$ cat config.mk
export PLATFORM = sky130hd
export DESIGN_NAME = dram_traffic_top
export DESIGN_NICKNAME = d
export VERILOG_FILES = /design/src/hdl/dram_traffic_pkg.sv /design/src/hdl/audio_read_channel.sv /design/src/hdl/dram_traffic_top.sv /design/src/hdl/read_response_router.sv /design/src/hdl/sample_write_channel.sv /design/src/hdl/traffic_scheduler.sv /design/src/hdl/video_read_channel.sv
export SDC_FILE = /design/constraint.sdc
export NUM_CORES = 1
export LEC_CHECK = 0
export ABC_AREA = 1
export CAP_MARGIN = 20
export CORE_AREA = 2 2 283 285
export CTS_CLUSTER_DIAMETER = 100
export DETAILED_ROUTE_END_ITERATION = 8
export DIE_AREA = 0 0 285 287
export DONT_BUFFER_PORTS = 1
export MAX_ROUTING_LAYER = met4
export PLACE_DENSITY = 0.47
export RECOVER_POWER = 100
export SYNTH_ARGS = -nofsm -noshare
export SYNTH_HDL_FRONTEND = slang
export SYNTH_HIERARCHICAL = 1
export SYNTH_SLANG_ARGS = --single-unit
export TNS_END_PERCENT = 10
$ cat constraint.sdc
create_clock -name clk_dram_ctrl -period 5.2 [get_ports clk_dram_ctrl]
set_input_delay 0.78 -clock clk_dram_ctrl [delete_from_list [all_inputs] [get_ports clk_dram_ctrl]]
set_output_delay 0.78 -clock clk_dram_ctrl [all_outputs]
set_load 0.005 [all_outputs]
$ cat src/hdl/dram_traffic_pkg.sv
package dram_traffic_pkg;

    // memory word and address sizes
    localparam int ADDR_W = 24;
    localparam int DATA_W = 128;

    typedef logic [ADDR_W-1:0] addr_t;
    typedef logic [DATA_W-1:0] data_t;

    // requests in flight, bounded by the tag fifo
    localparam int TAG_FIFO_DEPTH = 8;
    localparam int TAG_PTR_W      = $clog2(TAG_FIFO_DEPTH);

    // frame region, 1280x720 at 16 bits per pixel, 8 pixels per word
    localparam addr_t VIDEO_BASE_ADDR   = 24'h100000;
    localparam int    VIDEO_FRAME_WORDS = 115200;
    localparam addr_t VIDEO_LAST_ADDR   = VIDEO_BASE_ADDR + addr_t'(VIDEO_FRAME_WORDS - 1);

    // scheduler phases
    typedef enum logic [1:0] {
        SCHED_LOAD,
        SCHED_DRAIN,
        SCHED_RUN
    } sched_state_t;

    // request source, doubles as the tag stored per request
    typedef enum logic [1:0] {
        SRC_WRITE,
        SRC_AUDIO,
        SRC_VIDEO
    } req_src_t;

endpackage

$ cat src/hdl/audio_read_channel.sv
`timescale 1ns/1ns

module audio_read_channel import dram_traffic_pkg::*; (
    input  logic  clk_dram_ctrl,
    input  logic  rst_dram_ctrl,
    input  logic  i_aud_addr_valid,
    input  addr_t i_aud_addr,
    input  logic  i_load_complete,
    input  logic  i_grant,
    output logic  o_aud_addr_ready,
    output logic  o_req,
    output addr_t o_addr
);

    logic  full;
    addr_t held_addr;
    logic  xfer;

    // audio waits until samples are loaded
    assign o_aud_addr_ready = !full && i_load_complete;
    assign xfer             = i_aud_addr_valid && o_aud_addr_ready;

    assign o_req  = full;
    assign o_addr = held_addr;

    always_ff @(posedge clk_dram_ctrl) begin
        if (rst_dram_ctrl) begin
            full <= 1'b0;
        end else if (xfer) begin
            full <= 1'b1;
        end else if (i_grant) begin
            full <= 1'b0;
        end
    end

    // address payload
    always_ff @(posedge clk_dram_ctrl) begin
        if (xfer) begin
            held_addr <= i_aud_addr;
        end
    end

endmodule

$ cat src/hdl/dram_traffic_top.sv
`timescale 1ns/1ns

module dram_traffic_top import dram_traffic_pkg::*; (
    input  logic  clk_dram_ctrl,
    input  logic  rst_dram_ctrl,

    // sample load stream
    input  logic  i_wr_valid,
    input  data_t i_wr_data,
    input  logic  i_wr_last,
    output logic  o_wr_ready,

    // audio address stream
    input  logic  i_aud_addr_valid,
    input  addr_t i_aud_addr,
    output logic  o_aud_addr_ready,

    // audio return strobe
    output logic  o_aud_rd_valid,
    output addr_t o_aud_rd_addr,
    output data_t o_aud_rd_data,

    // video reader
    input  logic  i_video_af,
    output logic  o_video_rd_valid,
    output data_t o_video_rd_data,

    // pipelined memory port
    output logic  o_mem_stb,
    output logic  o_mem_we,
    output addr_t o_mem_addr,
    output data_t o_mem_wdata,
    input  logic  i_mem_stall,
    input  logic  i_mem_ack,
    input  data_t i_mem_rdata,

    output logic  o_sample_load_complete
);

    // channel requests toward the scheduler
    logic     wr_req;
    addr_t    wr_addr;
    data_t    wr_data;
    logic     wr_is_last;
    logic     aud_req;
    addr_t    aud_addr;
    logic     vid_req;
    addr_t    vid_addr;

    // one-hot grants back to the channels
    logic     wr_grant;
    logic     aud_grant;
    logic     vid_grant;

    // tag fifo push and status
    logic     push;
    req_src_t push_src;
    addr_t    push_addr;
    logic     fifo_full;
    logic     fifo_empty;

    logic     load_complete;

    assign o_sample_load_complete = load_complete;

    traffic_scheduler u_scheduler (
        .clk_dram_ctrl          (clk_dram_ctrl),
        .rst_dram_ctrl          (rst_dram_ctrl),
        .i_wr_req               (wr_req),
        .i_wr_addr              (wr_addr),
        .i_wr_data              (wr_data),
        .i_wr_is_last           (wr_is_last),
        .i_aud_req              (aud_req),
        .i_aud_addr             (aud_addr),
        .i_vid_req              (vid_req),
        .i_vid_addr             (vid_addr),
        .i_fifo_full            (fifo_full),
        .i_fifo_empty           (fifo_empty),
        .i_mem_stall            (i_mem_stall),
        .o_wr_grant             (wr_grant),
        .o_aud_grant            (aud_grant),
        .o_vid_grant            (vid_grant),
        .o_push                 (push),
        .o_push_src             (push_src),
        .o_push_addr            (push_addr),
        .o_mem_stb              (o_mem_stb),
        .o_mem_we               (o_mem_we),
        .o_mem_addr             (o_mem_addr),
        .o_mem_wdata            (o_mem_wdata),
        .o_sample_load_complete (load_complete)
    );

    sample_write_channel u_write_channel (
        .clk_dram_ctrl (clk_dram_ctrl),
        .rst_dram_ctrl (rst_dram_ctrl),
        .i_wr_valid    (i_wr_valid),
        .i_wr_data     (i_wr_data),
        .i_wr_last     (i_wr_last),
        .i_grant       (wr_grant),
        .o_wr_ready    (o_wr_ready),
        .o_req         (wr_req),
        .o_addr        (wr_addr),
        .o_data        (wr_data),
        .o_is_last     (wr_is_last)
    );

    audio_read_channel u_audio_channel (
        .clk_dram_ctrl    (clk_dram_ctrl),
        .rst_dram_ctrl    (rst_dram_ctrl),
        .i_aud_addr_valid (i_aud_addr_valid),
        .i_aud_addr       (i_aud_addr),
        .i_load_complete  (load_complete),
        .i_grant          (aud_grant),
        .o_aud_addr_ready (o_aud_addr_ready),
        .o_req            (aud_req),
        .o_addr           (aud_addr)
    );

    video_read_channel u_video_channel (
        .clk_dram_ctrl (clk_dram_ctrl),
        .rst_dram_ctrl (rst_dram_ctrl),
        .i_enable      (load_complete),
        .i_video_af    (i_video_af),
        .i_grant       (vid_grant),
        .o_req         (vid_req),
        .o_addr        (vid_addr)
    );

    read_response_router u_router (
        .clk_dram_ctrl    (clk_dram_ctrl),
        .rst_dram_ctrl    (rst_dram_ctrl),
        .i_push           (push),
        .i_push_src       (push_src),
        .i_push_addr      (push_addr),
        .i_mem_ack        (i_mem_ack),
        .i_mem_rdata      (i_mem_rdata),
        .o_full           (fifo_full),
        .o_empty          (fifo_empty),
        .o_aud_rd_valid   (o_aud_rd_valid),
        .o_aud_rd_addr    (o_aud_rd_addr),
        .o_aud_rd_data    (o_aud_rd_data),
        .o_video_rd_valid (o_video_rd_valid),
        .o_video_rd_data  (o_video_rd_data)
    );

endmodule

$ cat src/hdl/read_response_router.sv
`timescale 1ns/1ns

module read_response_router import dram_traffic_pkg::*; (
    input  logic     clk_dram_ctrl,
    input  logic     rst_dram_ctrl,
    input  logic     i_push,
    input  req_src_t i_push_src,
    input  addr_t    i_push_addr,
    input  logic     i_mem_ack,
    input  data_t    i_mem_rdata,
    output logic     o_full,
    output logic     o_empty,
    output logic     o_aud_rd_valid,
    output addr_t    o_aud_rd_addr,
    output data_t    o_aud_rd_data,
    output logic     o_video_rd_valid,
    output data_t    o_video_rd_data
);

    // tag storage, one entry per request in flight
    req_src_t             src_mem  [TAG_FIFO_DEPTH];
    addr_t                addr_mem [TAG_FIFO_DEPTH];
    logic [TAG_PTR_W-1:0] wr_ptr;
    logic [TAG_PTR_W-1:0] rd_ptr;
    logic [TAG_PTR_W:0]   count;

    req_src_t head_src;
    addr_t    head_addr;
    logic     aud_valid;
    logic     vid_valid;
    addr_t    aud_addr_q;
    data_t    rdata_q;

    assign o_full  = (count == (TAG_PTR_W+1)'(TAG_FIFO_DEPTH));
    assign o_empty = (count == '0);

    assign head_src  = src_mem[rd_ptr];
    assign head_addr = addr_mem[rd_ptr];

    // pointers and occupancy, push and pop may coincide
    always_ff @(posedge clk_dram_ctrl) begin
        if (rst_dram_ctrl) begin
            wr_ptr <= '0;
            rd_ptr <= '0;
            count  <= '0;
        end else begin
            if (i_push) begin
                wr_ptr <= wr_ptr + 1'b1;
            end
            if (i_mem_ack) begin
                rd_ptr <= rd_ptr + 1'b1;
            end
            case ({i_push, i_mem_ack})
                2'b10:   count <= count + 1'b1;
                2'b01:   count <= count - 1'b1;
                default: count <= count;
            endcase
        end
    end

    always_ff @(posedge clk_dram_ctrl) begin
        if (i_push) begin
            src_mem[wr_ptr]  <= i_push_src;
            addr_mem[wr_ptr] <= i_push_addr;
        end
    end

    // return strobes, write acks are dropped here
    always_ff @(posedge clk_dram_ctrl) begin
        if (rst_dram_ctrl) begin
            aud_valid <= 1'b0;
            vid_valid <= 1'b0;
        end else begin
            aud_valid <= i_mem_ack && (head_src == SRC_AUDIO);
            vid_valid <= i_mem_ack && (head_src == SRC_VIDEO);
        end
    end

    // read data and its address
    always_ff @(posedge clk_dram_ctrl) begin
        if (i_mem_ack) begin
            rdata_q    <= i_mem_rdata;
            aud_addr_q <= head_addr;
        end
    end

    assign o_aud_rd_valid   = aud_valid;
    assign o_aud_rd_addr    = aud_addr_q;
    assign o_aud_rd_data    = rdata_q;
    assign o_video_rd_valid = vid_valid;
    assign o_video_rd_data  = rdata_q;

endmodule

$ cat src/hdl/sample_write_channel.sv
`timescale 1ns/1ns

module sample_write_channel import dram_traffic_pkg::*; (
    input  logic  clk_dram_ctrl,
    input  logic  rst_dram_ctrl,
    input  logic  i_wr_valid,
    input  data_t i_wr_data,
    input  logic  i_wr_last,
    input  logic  i_grant,
    output logic  o_wr_ready,
    output logic  o_req,
    output addr_t o_addr,
    output data_t o_data,
    output logic  o_is_last
);

    logic  full;
    logic  last_seen;
    logic  held_last;
    data_t held_data;
    addr_t wr_addr;
    logic  xfer;

    // no more words once the last one is in
    assign o_wr_ready = !full && !last_seen;
    assign xfer       = i_wr_valid && o_wr_ready;

    assign o_req     = full;
    assign o_addr    = wr_addr;
    assign o_data    = held_data;
    assign o_is_last = held_last;

    // control flags and the word address
    always_ff @(posedge clk_dram_ctrl) begin
        if (rst_dram_ctrl) begin
            full      <= 1'b0;
            last_seen <= 1'b0;
            wr_addr   <= '0;
        end else begin
            if (xfer) begin
                full <= 1'b1;
                if (i_wr_last) begin
                    last_seen <= 1'b1;
                end
            end else if (i_grant) begin
                full    <= 1'b0;
                wr_addr <= wr_addr + 1'b1;
            end
        end
    end

    // holding register payload
    always_ff @(posedge clk_dram_ctrl) begin
        if (xfer) begin
            held_data <= i_wr_data;
            held_last <= i_wr_last;
        end
    end

endmodule

$ cat src/hdl/traffic_scheduler.sv
`timescale 1ns/1ns

module traffic_scheduler import dram_traffic_pkg::*; (
    input  logic     clk_dram_ctrl,
    input  logic     rst_dram_ctrl,
    input  logic     i_wr_req,
    input  addr_t    i_wr_addr,
    input  data_t    i_wr_data,
    input  logic     i_wr_is_last,
    input  logic     i_aud_req,
    input  addr_t    i_aud_addr,
    input  logic     i_vid_req,
    input  addr_t    i_vid_addr,
    input  logic     i_fifo_full,
    input  logic     i_fifo_empty,
    input  logic     i_mem_stall,
    output logic     o_wr_grant,
    output logic     o_aud_grant,
    output logic     o_vid_grant,
    output logic     o_push,
    output req_src_t o_push_src,
    output addr_t    o_push_addr,
    output logic     o_mem_stb,
    output logic     o_mem_we,
    output addr_t    o_mem_addr,
    output data_t    o_mem_wdata,
    output logic     o_sample_load_complete
);

    sched_state_t state;
    req_src_t     sel_src;
    logic         sel_valid;
    addr_t        sel_addr;
    logic         grant;

    // a stalled strobe keeps its source until accepted
    logic         held_valid;
    req_src_t     held_src;

    // pick the source for this cycle
    always_comb begin
        sel_valid = 1'b0;
        sel_src   = SRC_WRITE;
        if (held_valid) begin
            sel_valid = 1'b1;
            sel_src   = held_src;
        end else if (!i_fifo_full) begin
            case (state)
                SCHED_LOAD: begin
                    sel_valid = i_wr_req;
                    sel_src   = SRC_WRITE;
                end
                SCHED_RUN: begin
                    // audio wins over video
                    if (i_aud_req) begin
                        sel_valid = 1'b1;
                        sel_src   = SRC_AUDIO;
                    end else if (i_vid_req) begin
                        sel_valid = 1'b1;
                        sel_src   = SRC_VIDEO;
                    end
                end
                default: begin
                    // drain issues nothing
                    sel_valid = 1'b0;
                end
            endcase
        end
    end

    always_comb begin
        case (sel_src)
            SRC_WRITE: sel_addr = i_wr_addr;
            SRC_AUDIO: sel_addr = i_aud_addr;
            default:   sel_addr = i_vid_addr;
        endcase
    end

    // accepted when not stalled
    assign grant       = sel_valid && !i_mem_stall;
    assign o_wr_grant  = grant && (sel_src == SRC_WRITE);
    assign o_aud_grant = grant && (sel_src == SRC_AUDIO);
    assign o_vid_grant = grant && (sel_src == SRC_VIDEO);

    // memory port
    assign o_mem_stb   = sel_valid;
    assign o_mem_we    = (sel_src == SRC_WRITE);
    assign o_mem_addr  = sel_addr;
    assign o_mem_wdata = i_wr_data;

    // tag push on every accepted request
    assign o_push      = grant;
    assign o_push_src  = sel_src;
    assign o_push_addr = sel_addr;

    // complete as soon as the last write ack has left the fifo
    assign o_sample_load_complete = (state == SCHED_RUN) ||
                                    ((state == SCHED_DRAIN) && i_fifo_empty);

    always_ff @(posedge clk_dram_ctrl) begin
        if (rst_dram_ctrl) begin
            state      <= SCHED_LOAD;
            held_valid <= 1'b0;
            held_src   <= SRC_WRITE;
        end else begin
            held_valid <= sel_valid && i_mem_stall;
            held_src   <= sel_src;
            case (state)
                SCHED_LOAD: begin
                    if (o_wr_grant && i_wr_is_last) begin
                        state <= SCHED_DRAIN;
                    end
                end
                SCHED_DRAIN: begin
                    if (i_fifo_empty) begin
                        state <= SCHED_RUN;
                    end
                end
                default: begin
                    state <= SCHED_RUN;
                end
            endcase
        end
    end

endmodule

$ cat src/hdl/video_read_channel.sv
`timescale 1ns/1ns

module video_read_channel import dram_traffic_pkg::*; (
    input  logic  clk_dram_ctrl,
    input  logic  rst_dram_ctrl,
    input  logic  i_enable,
    input  logic  i_video_af,
    input  logic  i_grant,
    output logic  o_req,
    output addr_t o_addr
);

    addr_t rd_addr;
    logic  frame_end;

    // held back while the downstream buffer is almost full
    assign o_req  = i_enable && !i_video_af;
    assign o_addr = rd_addr;

    // last word of the frame region
    assign frame_end = (rd_addr == VIDEO_LAST_ADDR);

    always_ff @(posedge clk_dram_ctrl) begin
        if (rst_dram_ctrl) begin
            rd_addr <= VIDEO_BASE_ADDR;
        end else if (i_grant) begin
            // loop back to the frame start
            if (frame_end) begin
                rd_addr <= VIDEO_BASE_ADDR;
            end else begin
                rd_addr <= rd_addr + 1'b1;
            end
        end
    end

endmodule

# [After elaboration in Yosys (flattened, before gate mapping)]
# Memory sizes are Yosys's and may differ from the RTL's. A register that Yosys moved wholly into a read port is not among the register bits.
# Cells that the tools add are included.
[totals] ff_bits=349 ramBits=208 input_bits=288 word_cells=91 mem_count=2
[memory_table] name="u_router.addr_mem" words=8 width=24 rd=1 rd_clocked_by_memory_dff=1 write_ports=1 line_no="read_response_router.sv:22" rtl="addr_t addr_mem [TAG_FIFO_DEPTH];"
[memory_table] name="u_router.src_mem" words=8 width=2 rd=1 rd_clocked_by_memory_dff=1 write_ports=1 line_no="read_response_router.sv:21" rtl="req_src_t src_mem [TAG_FIFO_DEPTH];"
[op_classes] n_addsub=6 n_eq_ne=12 n_mux=24 bitwise=1 reduce_logical=29
[ops] cell="24-bit by 1-bit adder with 24-bit output, second input constant" count=2
[ops] cell="24-bit one-hot mux with 2 select lines" count=1
[ops] cell="24-bit by 21-bit equality test with 1-bit output, second input constant" count=1
[ops] cell="24-bit 2-to-1 mux" count=1
[ops] cell="1-bit logical AND" count=14
[ops] cell="2-bit 2-to-1 mux" count=7
[ops] cell="1-bit 2-to-1 mux" count=10
[ops] cell="2-bit by 1-bit equality test with 1-bit output, second input constant" count=4
[ops] cell="2-bit equality test, second input constant" count=4
[ops] cell="4-bit one-hot mux with 2 select lines" count=1
[ops] cell="3-bit by 1-bit adder with 3-bit output, second input constant" count=2
[ops] cell="3-bit 2-to-1 mux" count=2
[ops] cell="2-bit AND reduction" count=3
[ops] cell="2-bit nonzero test" count=3
[ops] cell="1-bit zero test" count=5
[ops] cell="4-bit by 1-bit adder with 4-bit output, second input constant" count=1
[ops] cell="4-bit equality test, second input constant" count=1
[ops] cell="2-bit zero test" count=2
[ops] cell="4-bit zero test" count=1
[ops] cell="2-bit by 1-bit != test with 1-bit output, second input constant" count=2
[ops] cell="2-bit one-hot mux with 2 select lines" count=1
[ops] cell="4-bit by 1-bit subtractor with 4-bit output, second input constant" count=1
[ops] cell="1-bit one-hot mux with 2 select lines" count=1
[ops] cell="1-bit logical OR" count=1
[ops] cell="1-bit NOT" count=1

# [Depth between registers and ports, before layout]
# Gate-level depths: netlist of run 1.
[logic_depth] word_depth=14 ltp_mapped=26

# [Modules after synthesis]
# The synthesis of run 1 kept the hierarchy.
[by_module_without_submodules] mod="read_response_router" n_inst=1 cells_each=973 area_per_inst_um2=14390.1
[by_module_without_submodules] mod="sample_write_channel" n_inst=1 cells_each=350 area_per_inst_um2=5281.3
[by_module_without_submodules] mod="traffic_scheduler" n_inst=1 cells_each=305 area_per_inst_um2=1969.4
[by_module_without_submodules] mod="video_read_channel" n_inst=1 cells_each=218 area_per_inst_um2=1451.4
[by_module_without_submodules] mod="audio_read_channel" n_inst=1 cells_each=33 area_per_inst_um2=782.0

# [Worst setup path before layout of run 1]
# No wires, ideal clock.
[synth_timing] kind="input to register" start="input port i_wr_valid" end="register u_write_channel.held_data[0] (netlist: u_write_channel/o_data[0]), enable pin" arrival_time_ps=3411 required_time_ps=4718 path_slack_ps=1307 cell_stages=2 path_buffers=0 path_cell_list="nand2_1 -> inv_1"
[synth_between] elab_chain_cells=1
[synth_lines] element="from (decl)" line_no="dram_traffic_top.sv:8" rtl="input logic i_wr_valid,"
[synth_lines] element="1-bit logical AND" line_no="sample_write_channel.sv:26" rtl="assign xfer = i_wr_valid && o_wr_ready;"
[synth_lines] element="net u_write_channel.xfer" line_no="sample_write_channel.sv:22" rtl="logic xfer;"
[synth_lines] element="to (signal assigned)" line_no="sample_write_channel.sv:55" rtl="held_data <= i_wr_data;"
[synth_lines] element="to (decl)" line_no="sample_write_channel.sv:20" rtl="data_t held_data;"
# The timed path passes the listed nets, and every way through them passes these cells.
# A chain may end at the register's enable or synchronous reset.

# [Worst setup path after layout of run 1]
[layout_timing] start="register u_router.count[1]" end="memory u_router/addr_mem[5][4] (netlist name), enable pin"
[layout_between] elab_chain_cells=12 word_cells_on_any_way=13
[layout_lines] element="from (decl)" line_no="read_response_router.sv:25" rtl="logic [TAG_PTR_W:0] count;"
[layout_lines] element="from (signal assigned)" line_no="read_response_router.sv:54" rtl="2'b10: count <= count + 1'b1;"
[layout_lines] element="from (signal assigned)" line_no="read_response_router.sv:55" rtl="2'b01: count <= count - 1'b1;"
[layout_lines] element="from (signal assigned)" line_no="read_response_router.sv:56" rtl="default: count <= count;"
[layout_lines] element="4-bit zero test" line_no="read_response_router.sv:35" rtl="assign o_empty = (count == '0);"
[layout_lines] element="net fifo_empty" line_no="dram_traffic_top.sv:60" rtl="logic fifo_empty;"
[layout_lines] element="1-bit logical AND" line_no="traffic_scheduler.sv:98" rtl="((state == SCHED_DRAIN) && i_fifo_empty);"
[layout_lines] element="1-bit logical OR" line_no="traffic_scheduler.sv:97" rtl="assign o_sample_load_complete = (state == SCHED_RUN) ||"
[layout_lines] element="net o_sample_load_complete" line_no="dram_traffic_top.sv:37" rtl="output logic o_sample_load_complete"
[layout_lines] element="1-bit logical AND" line_no="video_read_channel.sv:17" rtl="assign o_req = i_enable && !i_video_af;"
[layout_lines] element="net vid_req" line_no="dram_traffic_top.sv:47" rtl="logic vid_req;"
[layout_lines] element="1-bit 2-to-1 mux" line_no="traffic_scheduler.sv:58" rtl="end else if (i_vid_req) begin"
[layout_lines] element="1-bit 2-to-1 mux" line_no="traffic_scheduler.sv:55" rtl="if (i_aud_req) begin"
[layout_lines] element="1-bit one-hot mux with 2 select lines" line_no="traffic_scheduler.sv:48" rtl="case (state)"
[layout_lines] element="1-bit 2-to-1 mux" line_no="traffic_scheduler.sv:47" rtl="end else if (!i_fifo_full) begin"
[layout_lines] element="1-bit 2-to-1 mux" line_no="traffic_scheduler.sv:44" rtl="if (held_valid) begin"
[layout_lines] element="net o_mem_stb" line_no="dram_traffic_top.sv:29" rtl="output logic o_mem_stb,"
[layout_lines] element="1-bit logical AND" line_no="traffic_scheduler.sv:80" rtl="assign grant = sel_valid && !i_mem_stall;"
[layout_lines] element="net push" line_no="dram_traffic_top.sv:56" rtl="logic push;"
[layout_lines] element="1-bit 2-to-1 mux" line_no="read_response_router.sv:62" rtl="if (i_push) begin"
[layout_lines] element="1-bit 2-to-1 mux (implied by the code)" line_no="read_response_router.sv:64" rtl="addr_mem[wr_ptr] <= i_push_addr;"
[layout_lines] element="to (decl)" line_no="read_response_router.sv:22"
# The timed path passes the listed nets, and every way through them passes these cells.

==> flow_summary.toml, run 1 <==
[power_and_ir_drop]
power_density_nw_per_um2 = 424
largest_voltage_drop_on_the_vdd_net_uv = 240
total_leakage_power_nw = 8.38

[run]
drv_cap = 4

[status]
failed_checks = "max-capacitance violations, max-slew violations"
outcome = "finished with violations"

[yosys]
synth.most_common_cell = "sky130_fd_sc_hd__edfxtp_1"
postSynthCellCount = 1879
synth_cell_type_count = 44
synth_nets = 2174
synth.cells.most_frequent = "sky130_fd_sc_hd__edfxtp_1 (513), sky130_fd_sc_hd__buf_4 (291), sky130_fd_sc_hd__nand2_1 (291), sky130_fd_sc_hd__nor2_1 (226), sky130_fd_sc_hd__o21ai_0 (99)"
synth_seq_area_share_pct = 70.5
synth_compound_area_share_pct = 3.94
yosys.area_share.simple_pct = 12.0
syn_area_per_cell_sq_um = 12.7
synth_fa_ha_area_share_pct = 0.367
post_synth_instance_area_sq_um = 23900
synth_mux_area_share_pct = 1.01
synthTopCellsByArea = "sky130_fd_sc_hd__edfxtp_1 (65%), sky130_fd_sc_hd__buf_4 (9.2%), sky130_fd_sc_hd__dfxtp_1 (6.0%), sky130_fd_sc_hd__nand2_1 (4.6%), sky130_fd_sc_hd__nor2_1 (3.6%)"
synth-seq-cells = 584
yosysTopAreaCell = "sky130_fd_sc_hd__edfxtp_1"
post_synth_xor_area_fraction_pct = 0.367
postSynth.asyncResetShare_pct = 0
synth.yosys.warnings = 6
synth_top_area_share_pct = 64.5
postSynth.topFlopCell = "sky130_fd_sc_hd__edfxtp_1"
combinational_family_with_the_most_area_after_synthesis = "simple AND/OR/NAND/NOR gates"
synth_enable_flop_cells = 513

[critical_path]
worst-r2r-setup-slack_ns = 0.89
setup.worst_path.start_class = "flop"
rr_startpoint = "u_router/count[1]$_SDFFE_PP0P_"
path_max_fanout = 26
critPathCaptureType = "flop"
timing.reg2reg.worst_path_depth = 18
worst-endpoint-required_ns = 5.39
worstSetupPathType = "reg -> reg"
worstReg2RegEnd = "u_router/addr_mem[5][4]$_DFFE_PP_"
worst-endpoint-arrival_ns = 4.49

[hold_path]
min_delay_path_depth = 1
min-delay-path-class = "in -> reg"
worstHoldEndpoint = "u_write_channel/o_addr[18]$_SDFFE_PP0P_"
hold_startpoint = "rst_dram_ctrl"

[layout]
syn2layout_area_growth_pct = 4.33
design.final.nets = 1928
final_util_pct = 31.7
final.fill_count = 7824
drive_above_1_share_pct = 8.96

[floorplan]
coreArea_sq_um = 78600
top_level_ports = 727
fp.dieH_um = 287
placementRows = 103
dieWidth_um = 285
floorplan.die_area_sq_um = 81800
initial_core_util_pct = 30.4

[clock_tree]
holdBufCountCts = 0
h-tree-depth = 3
post_cts_resize_count = 0
clk-insertion-delay-late_ns = 0.61
cts_root_buf = "sky130_fd_sc_hd__clkbuf_16"
cts_setup_buffers = 0
num_clock_sinks = 584
ctsLongestPathBuffers = 3
cts_made_buffers = 68
worst_setup_hold_path_clk_slew_ns = 0.06
cts_tree = "yes"

[detailed_routing]
routedWlPerCell_um = 27.0
detail_route.vias_per_cell = 4.62
route.antenna.remaining_nets = 0
drt_pass1_iterations = 5
initialDrtViolationCount = 822
routed_wirelength_um = 74000
vias = 12600
drcViolationCount = 0

[sta]
fin_skew_ns = 0.0207
report.final.setup_viol = 0
worst_slew_pin_slew_ns = 3.47
grt_setup_unrepaired = "no"
finalWorstPathRequiredPeriod_ns = 4.31
hold_violations = 0
finalCritPeriodShare_pct = 82.8
finalSetupTns_ns = 0
final_max_slew_viol_count = 255
fmaxAchievable_mhz = 232
slew_hr_pct = -131

[grt]
use_met3_pct = 5.65
groute.usage.overall_pct = 17.9
antenna_found_initial = 6
wire_length_of_the_first_global_routing_pass_um = 98400
met2_track_demand_over_resource_in_global_routing_pct = 32.7
gr-usage-met1_pct = 18.3
globalRoute.busiestLayer = "met2"
largest_net_degree_at_the_start_of_global_routing = 160
via_count_of_the_first_global_routing_pass = 12100
grt_remaining_overflow = 0

[placement]
gp_congestion = 0.887
dpl.hpwl_um = 55100
placement.io_buffers = 0
[per-layer routing]
layer | share of wire [%] | vias to the layer above
met5 | 0 | -
met1 | 35 | 6232
met4 | 2.8 | 0
li1 | - | 5704
met2 | 54 | 600
met3 | 8.3 | 108
[state kept, by name, indices dropped and copies added (netlist names), 2 cells and up, named ones only]
signal,cells
u_scheduler/held_src,2
u_audio_channel/o_addr,24
u_router/count,4
u_router/addr_mem,192
u_write_channel/o_data,128
u_scheduler/state,2
u_video_channel/o_addr,24
u_router/o_aud_rd_addr,24
u_router/src_mem,16
u_write_channel/o_addr,24
u_router/wr_ptr,3
u_router/o_aud_rd_data,128
u_router/rd_ptr,3
[cell families after synthesis]
group,count (synthesis)
simple gates,655
flops,584
fa+ha+maj,7
compound gates,174
mux,24
buf+inv,425
xor+xnor,10
[report_power, final]
part	switching, mW	internal [mW]	leakage [nW]	total [mW]
Sequential	0.308	5.36	5.39	5.67
Combinational	0.225	0.0882	1.96	0.313
Clock	1.99	2.60	1.04	4.59
Total	2.52	8.05	8.38	10.6
[area by class of cell]
| type | instances | area, sq um | area share [%] |
|---|---|---|---|
| clock buffers | 78 | 1740 | 6.98 |
| clock inverters | 44 | 440 | 1.77 |
| multi-input cells | 870 | 4150 | 16.6 |
| flip-flops and latches | 584 | 16800 | 67.6 |
| inverters | 97 | 372 | 1.49 |
| repair buffers | 12 | 61.3 | 0.246 |
| diodes | 3 | 7.51 | 0.0301 |
| well taps | 1050 | 1310 | 5.27 |
[layout by cell type (no fill, tap or decap), drive strengths merged]
cell and n:
mux2i 24, nor3b 2, edfxtp 513, a211oi 3, buf 1, nor3 25, dfxtp 71, o22ai 24
nand2 303, a21oi 30, xor2 4, o21a 1, clkinv 35, bufinv 3, or2 1, o21ai 113
nand3b 3, o21bai 2, nor2 242, xnor2 6, ha 7, diode 3, clkinvlp 7, nand3 66
inv 96, clkbuf 89, nand4 12, and3 1, a31oi 1
[worst max-delay path, stage by stage, from the launching register on]
cell,delay [ns]
sky130_fd_sc_hd__dfxtp_1,0.33
sky130_fd_sc_hd__inv_1,0.07
sky130_fd_sc_hd__nand2_1,0.07
sky130_fd_sc_hd__nor3_1,0.20
sky130_fd_sc_hd__nand3_1,0.11
sky130_fd_sc_hd__o21ai_0,0.26
sky130_fd_sc_hd__inv_1,0.08
sky130_fd_sc_hd__nor2_1,0.10
sky130_fd_sc_hd__inv_1,0.06
sky130_fd_sc_hd__nand2_1,0.06
sky130_fd_sc_hd__nand2_1,0.05
sky130_fd_sc_hd__nand2_1,0.06
sky130_fd_sc_hd__nand2_1,0.04
sky130_fd_sc_hd__nand2_1,0.24
sky130_fd_sc_hd__nand2_1,0.19
sky130_fd_sc_hd__inv_1,0.16
sky130_fd_sc_hd__nand2_1,0.14
sky130_fd_sc_hd__nor2_2,0.12
sky130_fd_sc_hd__clkbuf_1,1.50
[through the flow]
step                power (mW)  hold slack (ns)  area [sq um]  setup slack, ns  instances
floorplan                 6.01            0.457         23900             1.31       1879
finish                    10.6            0.236         24900            0.894       2738
CTS                       10.8            0.185         25000             1.08       2735
global route              11.0            0.194         24900            0.417       2738
detailed placement        6.10            0.482         22900             1.67       2613
global placement          6.10            0.472         22900             1.65       2613
[worst max path at each step]
stage                                         from                                   to  slack, ns  cells past startpoint
floorplan                               i_wr_valid  u_write_channel/o_data[0]$_DFFE_PP_       1.31                      2
global placement    u_router/count[1]$_SDFFE_PP0P_    u_router/addr_mem[0][4]$_DFFE_PP_       1.65                     19
detailed placement  u_router/count[0]$_SDFFE_PP0P_    u_router/addr_mem[6][7]$_DFFE_PP_       1.67                     19
CTS                 u_router/count[0]$_SDFFE_PP0P_                        o_mem_addr[0]       1.08                     14
global route        u_router/count[1]$_SDFFE_PP0P_    u_router/addr_mem[5][5]$_DFFE_PP_       0.42                     18
finish              u_router/count[1]$_SDFFE_PP0P_    u_router/addr_mem[5][4]$_DFFE_PP_       0.89                     18
Power figures use the tool's default switching activity.
==> run 2: changes to the inputs <==
- ABC_AREA: 1 -> 0
- CORE_AREA: 2 2 283 285 -> 2 2 287 289
- DIE_AREA: 0 0 285 287 -> 0 0 289 291
- PLACE_DENSITY: 0.47 -> 0.45
- clock period: 5.2 -> 4.5 ns (I/O delays scaled with it)
==> flow_summary.toml, run 2 <==
[floorplan]
coreArea_sq_um = 81200
dieWidth_um = 289
initial_core_util_pct = 28.5
fp.dieH_um = 291
placementRows = 105
floorplan.die_area_sq_um = 84100
top_level_ports = 727

[yosys]
postSynth.topFlopCell = "sky130_fd_sc_hd__edfxtp_1"
synth-seq-cells = 584
synth_enable_flop_cells = 513
synth_top_area_share_pct = 66.7
yosysTopAreaCell = "sky130_fd_sc_hd__edfxtp_1"
synth_seq_area_share_pct = 72.8
syn_area_per_cell_sq_um = 16.9
postSynth.asyncResetShare_pct = 0
synth.yosys.warnings = 6
post_synth_instance_area_sq_um = 23100
synth_cell_type_count = 63
synth.most_common_cell = "sky130_fd_sc_hd__edfxtp_1"
synthTopCellsByArea = "sky130_fd_sc_hd__edfxtp_1 (67%), sky130_fd_sc_hd__buf_4 (9.2%), sky130_fd_sc_hd__dfxtp_1 (6.1%), sky130_fd_sc_hd__mux4_2 (5.1%), sky130_fd_sc_hd__mux2i_1 (1.2%)"
synth_nets = 1659
synth.cells.most_frequent = "sky130_fd_sc_hd__edfxtp_1 (513), sky130_fd_sc_hd__buf_4 (284), sky130_fd_sc_hd__dfxtp_1 (71), sky130_fd_sc_hd__mux4_2 (52), sky130_fd_sc_hd__nor2_1 (50)"
postSynthCellCount = 1364

[sta]
fin_skew_ns = 0.0235
worst_slew_pin_slew_ns = 3.08
final_max_slew_viol_count = 134
finalCritPeriodShare_pct = 92.8
grt_setup_unrepaired = "no"
hold_violations = 0
report.final.setup_viol = 0
finalWorstPathRequiredPeriod_ns = 4.17
fmaxAchievable_mhz = 240
finalSetupTns_ns = 0
slew_hr_pct = -106

[layout]
drive_above_1_share_pct = 15.3
final.fill_count = 7926
most_common_library_cell_in_the_layout_ignoring_fill_and_taps = "sky130_fd_sc_hd__edfxtp_1"
final_std_cell_area_no_fill_sq_um = 24500
largest_register_ffs = 192
highest_count_cells_in_the_layout_ignoring_fill_and_taps = "sky130_fd_sc_hd__edfxtp_1 (513), sky130_fd_sc_hd__dfxtp_1 (70), sky130_fd_sc_hd__clkbuf_16 (69)"
largest_register = "u_router/addr_mem"
design.final.nets = 1442
syn2layout_area_growth_pct = 5.87

[detailed_routing]
routed_wirelength_um = 69200
detail_route.vias_per_cell = 4.59
routedWlPerCell_um = 30.5
initialDrtViolationCount = 675
route.antenna.remaining_nets = 0
drcViolationCount = 0
drt_pass1_iterations = 5
vias = 10400

[power_and_ir_drop]
total_power_mw = 12.5
switching_share_pct = 23.1
internal_power_mw = 9.61
power_density_nw_per_um2 = 511
total_leakage_power_nw = 7.81
power.share.sequential_pct = 52.7
largest_voltage_drop_on_the_vdd_net_uv = 289
combPwrFrac_pct = 3.0
net-switching-power_mw = 2.89
clock_power_share_pct = 44.3

[grt]
wire_length_of_the_first_global_routing_pass_um = 89700
groute.usage.overall_pct = 16.1
largest_net_degree_at_the_start_of_global_routing = 160
antenna_found_initial = 1
grt_remaining_overflow = 0
via_count_of_the_first_global_routing_pass = 10100

[clock_tree]
ctsLongestPathBuffers = 3
post_cts_resize_count = 0
cts_root_buf = "sky130_fd_sc_hd__clkbuf_16"
num_clock_sinks = 584
clk-insertion-delay-late_ns = 0.62
cts_setup_buffers = 0
worst_setup_hold_path_clk_slew_ns = 0.06
cts_tree = "yes"
cts_made_buffers = 68
h-tree-depth = 3
holdBufCountCts = 0

[critical_path]
worst-endpoint-required_ns = 3.83
setup.worst_path.start_class = "flop"
critPathCaptureType = "output pin"
path_max_fanout = 25
worstSetupPathType = "reg -> out"
worst-endpoint-arrival_ns = 3.50

[placement]
gp_congestion = 0.818
placement.io_buffers = 0
post_dp_cell_area_sq_um = 22400
dpl.hpwl_um = 50500

[hold_path]
min-delay-path-class = "in -> reg"

[status]
failed_checks = "max-capacitance violations, max-slew violations"
outcome = "finished with violations"

[run]
drv_cap = 1
run 2: power groups by stage:
stage / clock, mW / sequential [mW] / combinational, mW
floorplan: 0 / 6.41 / 0.593
global placement: 0 / 6.71 / 0.408
detailed placement: 0 / 6.72 / 0.416
CTS: 5.73 / 6.60 / 0.416
global route: 5.91 / 6.63 / 0.414
finish: 5.54 / 6.59 / 0.372
run 2: per-layer routing:
metal	GRT usage, %	routed length [um]
met4	4.12	1350
met1	17.8	26000
met3	9.72	9630
met2	24.5	32200
met5	-	0
run 2: worst max-delay path, stage by stage (launching register included):
cell	delay, ns
sky130_fd_sc_hd__dfxtp_1	0.38
sky130_fd_sc_hd__nor4b_1	0.46
sky130_fd_sc_hd__nor3b_1	0.16
sky130_fd_sc_hd__a22oi_2	0.33
sky130_fd_sc_hd__buf_12	0.26
sky130_fd_sc_hd__mux2i_1	0.16
sky130_fd_sc_hd__o21ai_0	1.10
run 2: cell type report:
type | count | area [sq um] | area share (%)
timing repair buffer | 30 | 191 | 0.782
inverter | 10 | 40.0 | 0.164
multi-input combinational | 453 | 3830 | 15.6
antenna | 1 | 2.50 | 0.0102
sequential | 584 | 16800 | 68.8
clock inverter | 31 | 408 | 1.67
clock buffer | 92 | 1830 | 7.49
tap | 1070 | 1340 | 5.47
run 2: kinds of logic (layout without fill, tap and decap cells):
logic type	Yosys count	count (layout)	synth area share [%]
buf+inv	327	163	10.4
other cells	0	1	0
compound gates	90	90	2.29
xor+xnor	29	29	1.10
fa+ha+maj	7	7	0.379
mux	105	105	7.66
flops	584	584	72.8
simple gates	222	222	5.39
run 2: metrics by stage:
stage	utilization, %	hold slack (ns)	instances	setup WS [ns]
2_1_floorplan	-	0.452	1364	0.00879
3_5_place_dp	27.6	0.484	2147	0.849
6_report	30.1	0.115	2271	0.326
3_3_place_gp	27.6	0.469	2147	0.893
4_1_cts	30.4	0.0688	2270	0.323
5_1_grt	30.1	0.0745	2270	0.0605
run 2: worst paths after layout:
check	start	to	slack, ns	depth (start not counted)
worst min register to register	u_write_channel/o_addr[23]$_SDFFE_PP0P_	u_write_channel/o_addr[23]$_SDFFE_PP0P_	0.49	2
worst min-delay path	rst_dram_ctrl	u_audio_channel/o_req$_SDFFE_PP0P_	0.12	1
worst max register to register	u_write_channel/o_req$_SDFFE_PP0P_	u_write_channel/o_addr[19]$_SDFFE_PP0P_	0.54	6
worst max-delay path	u_router/count[1]$_SDFFE_PP0P_	o_mem_addr[8]	0.33	6
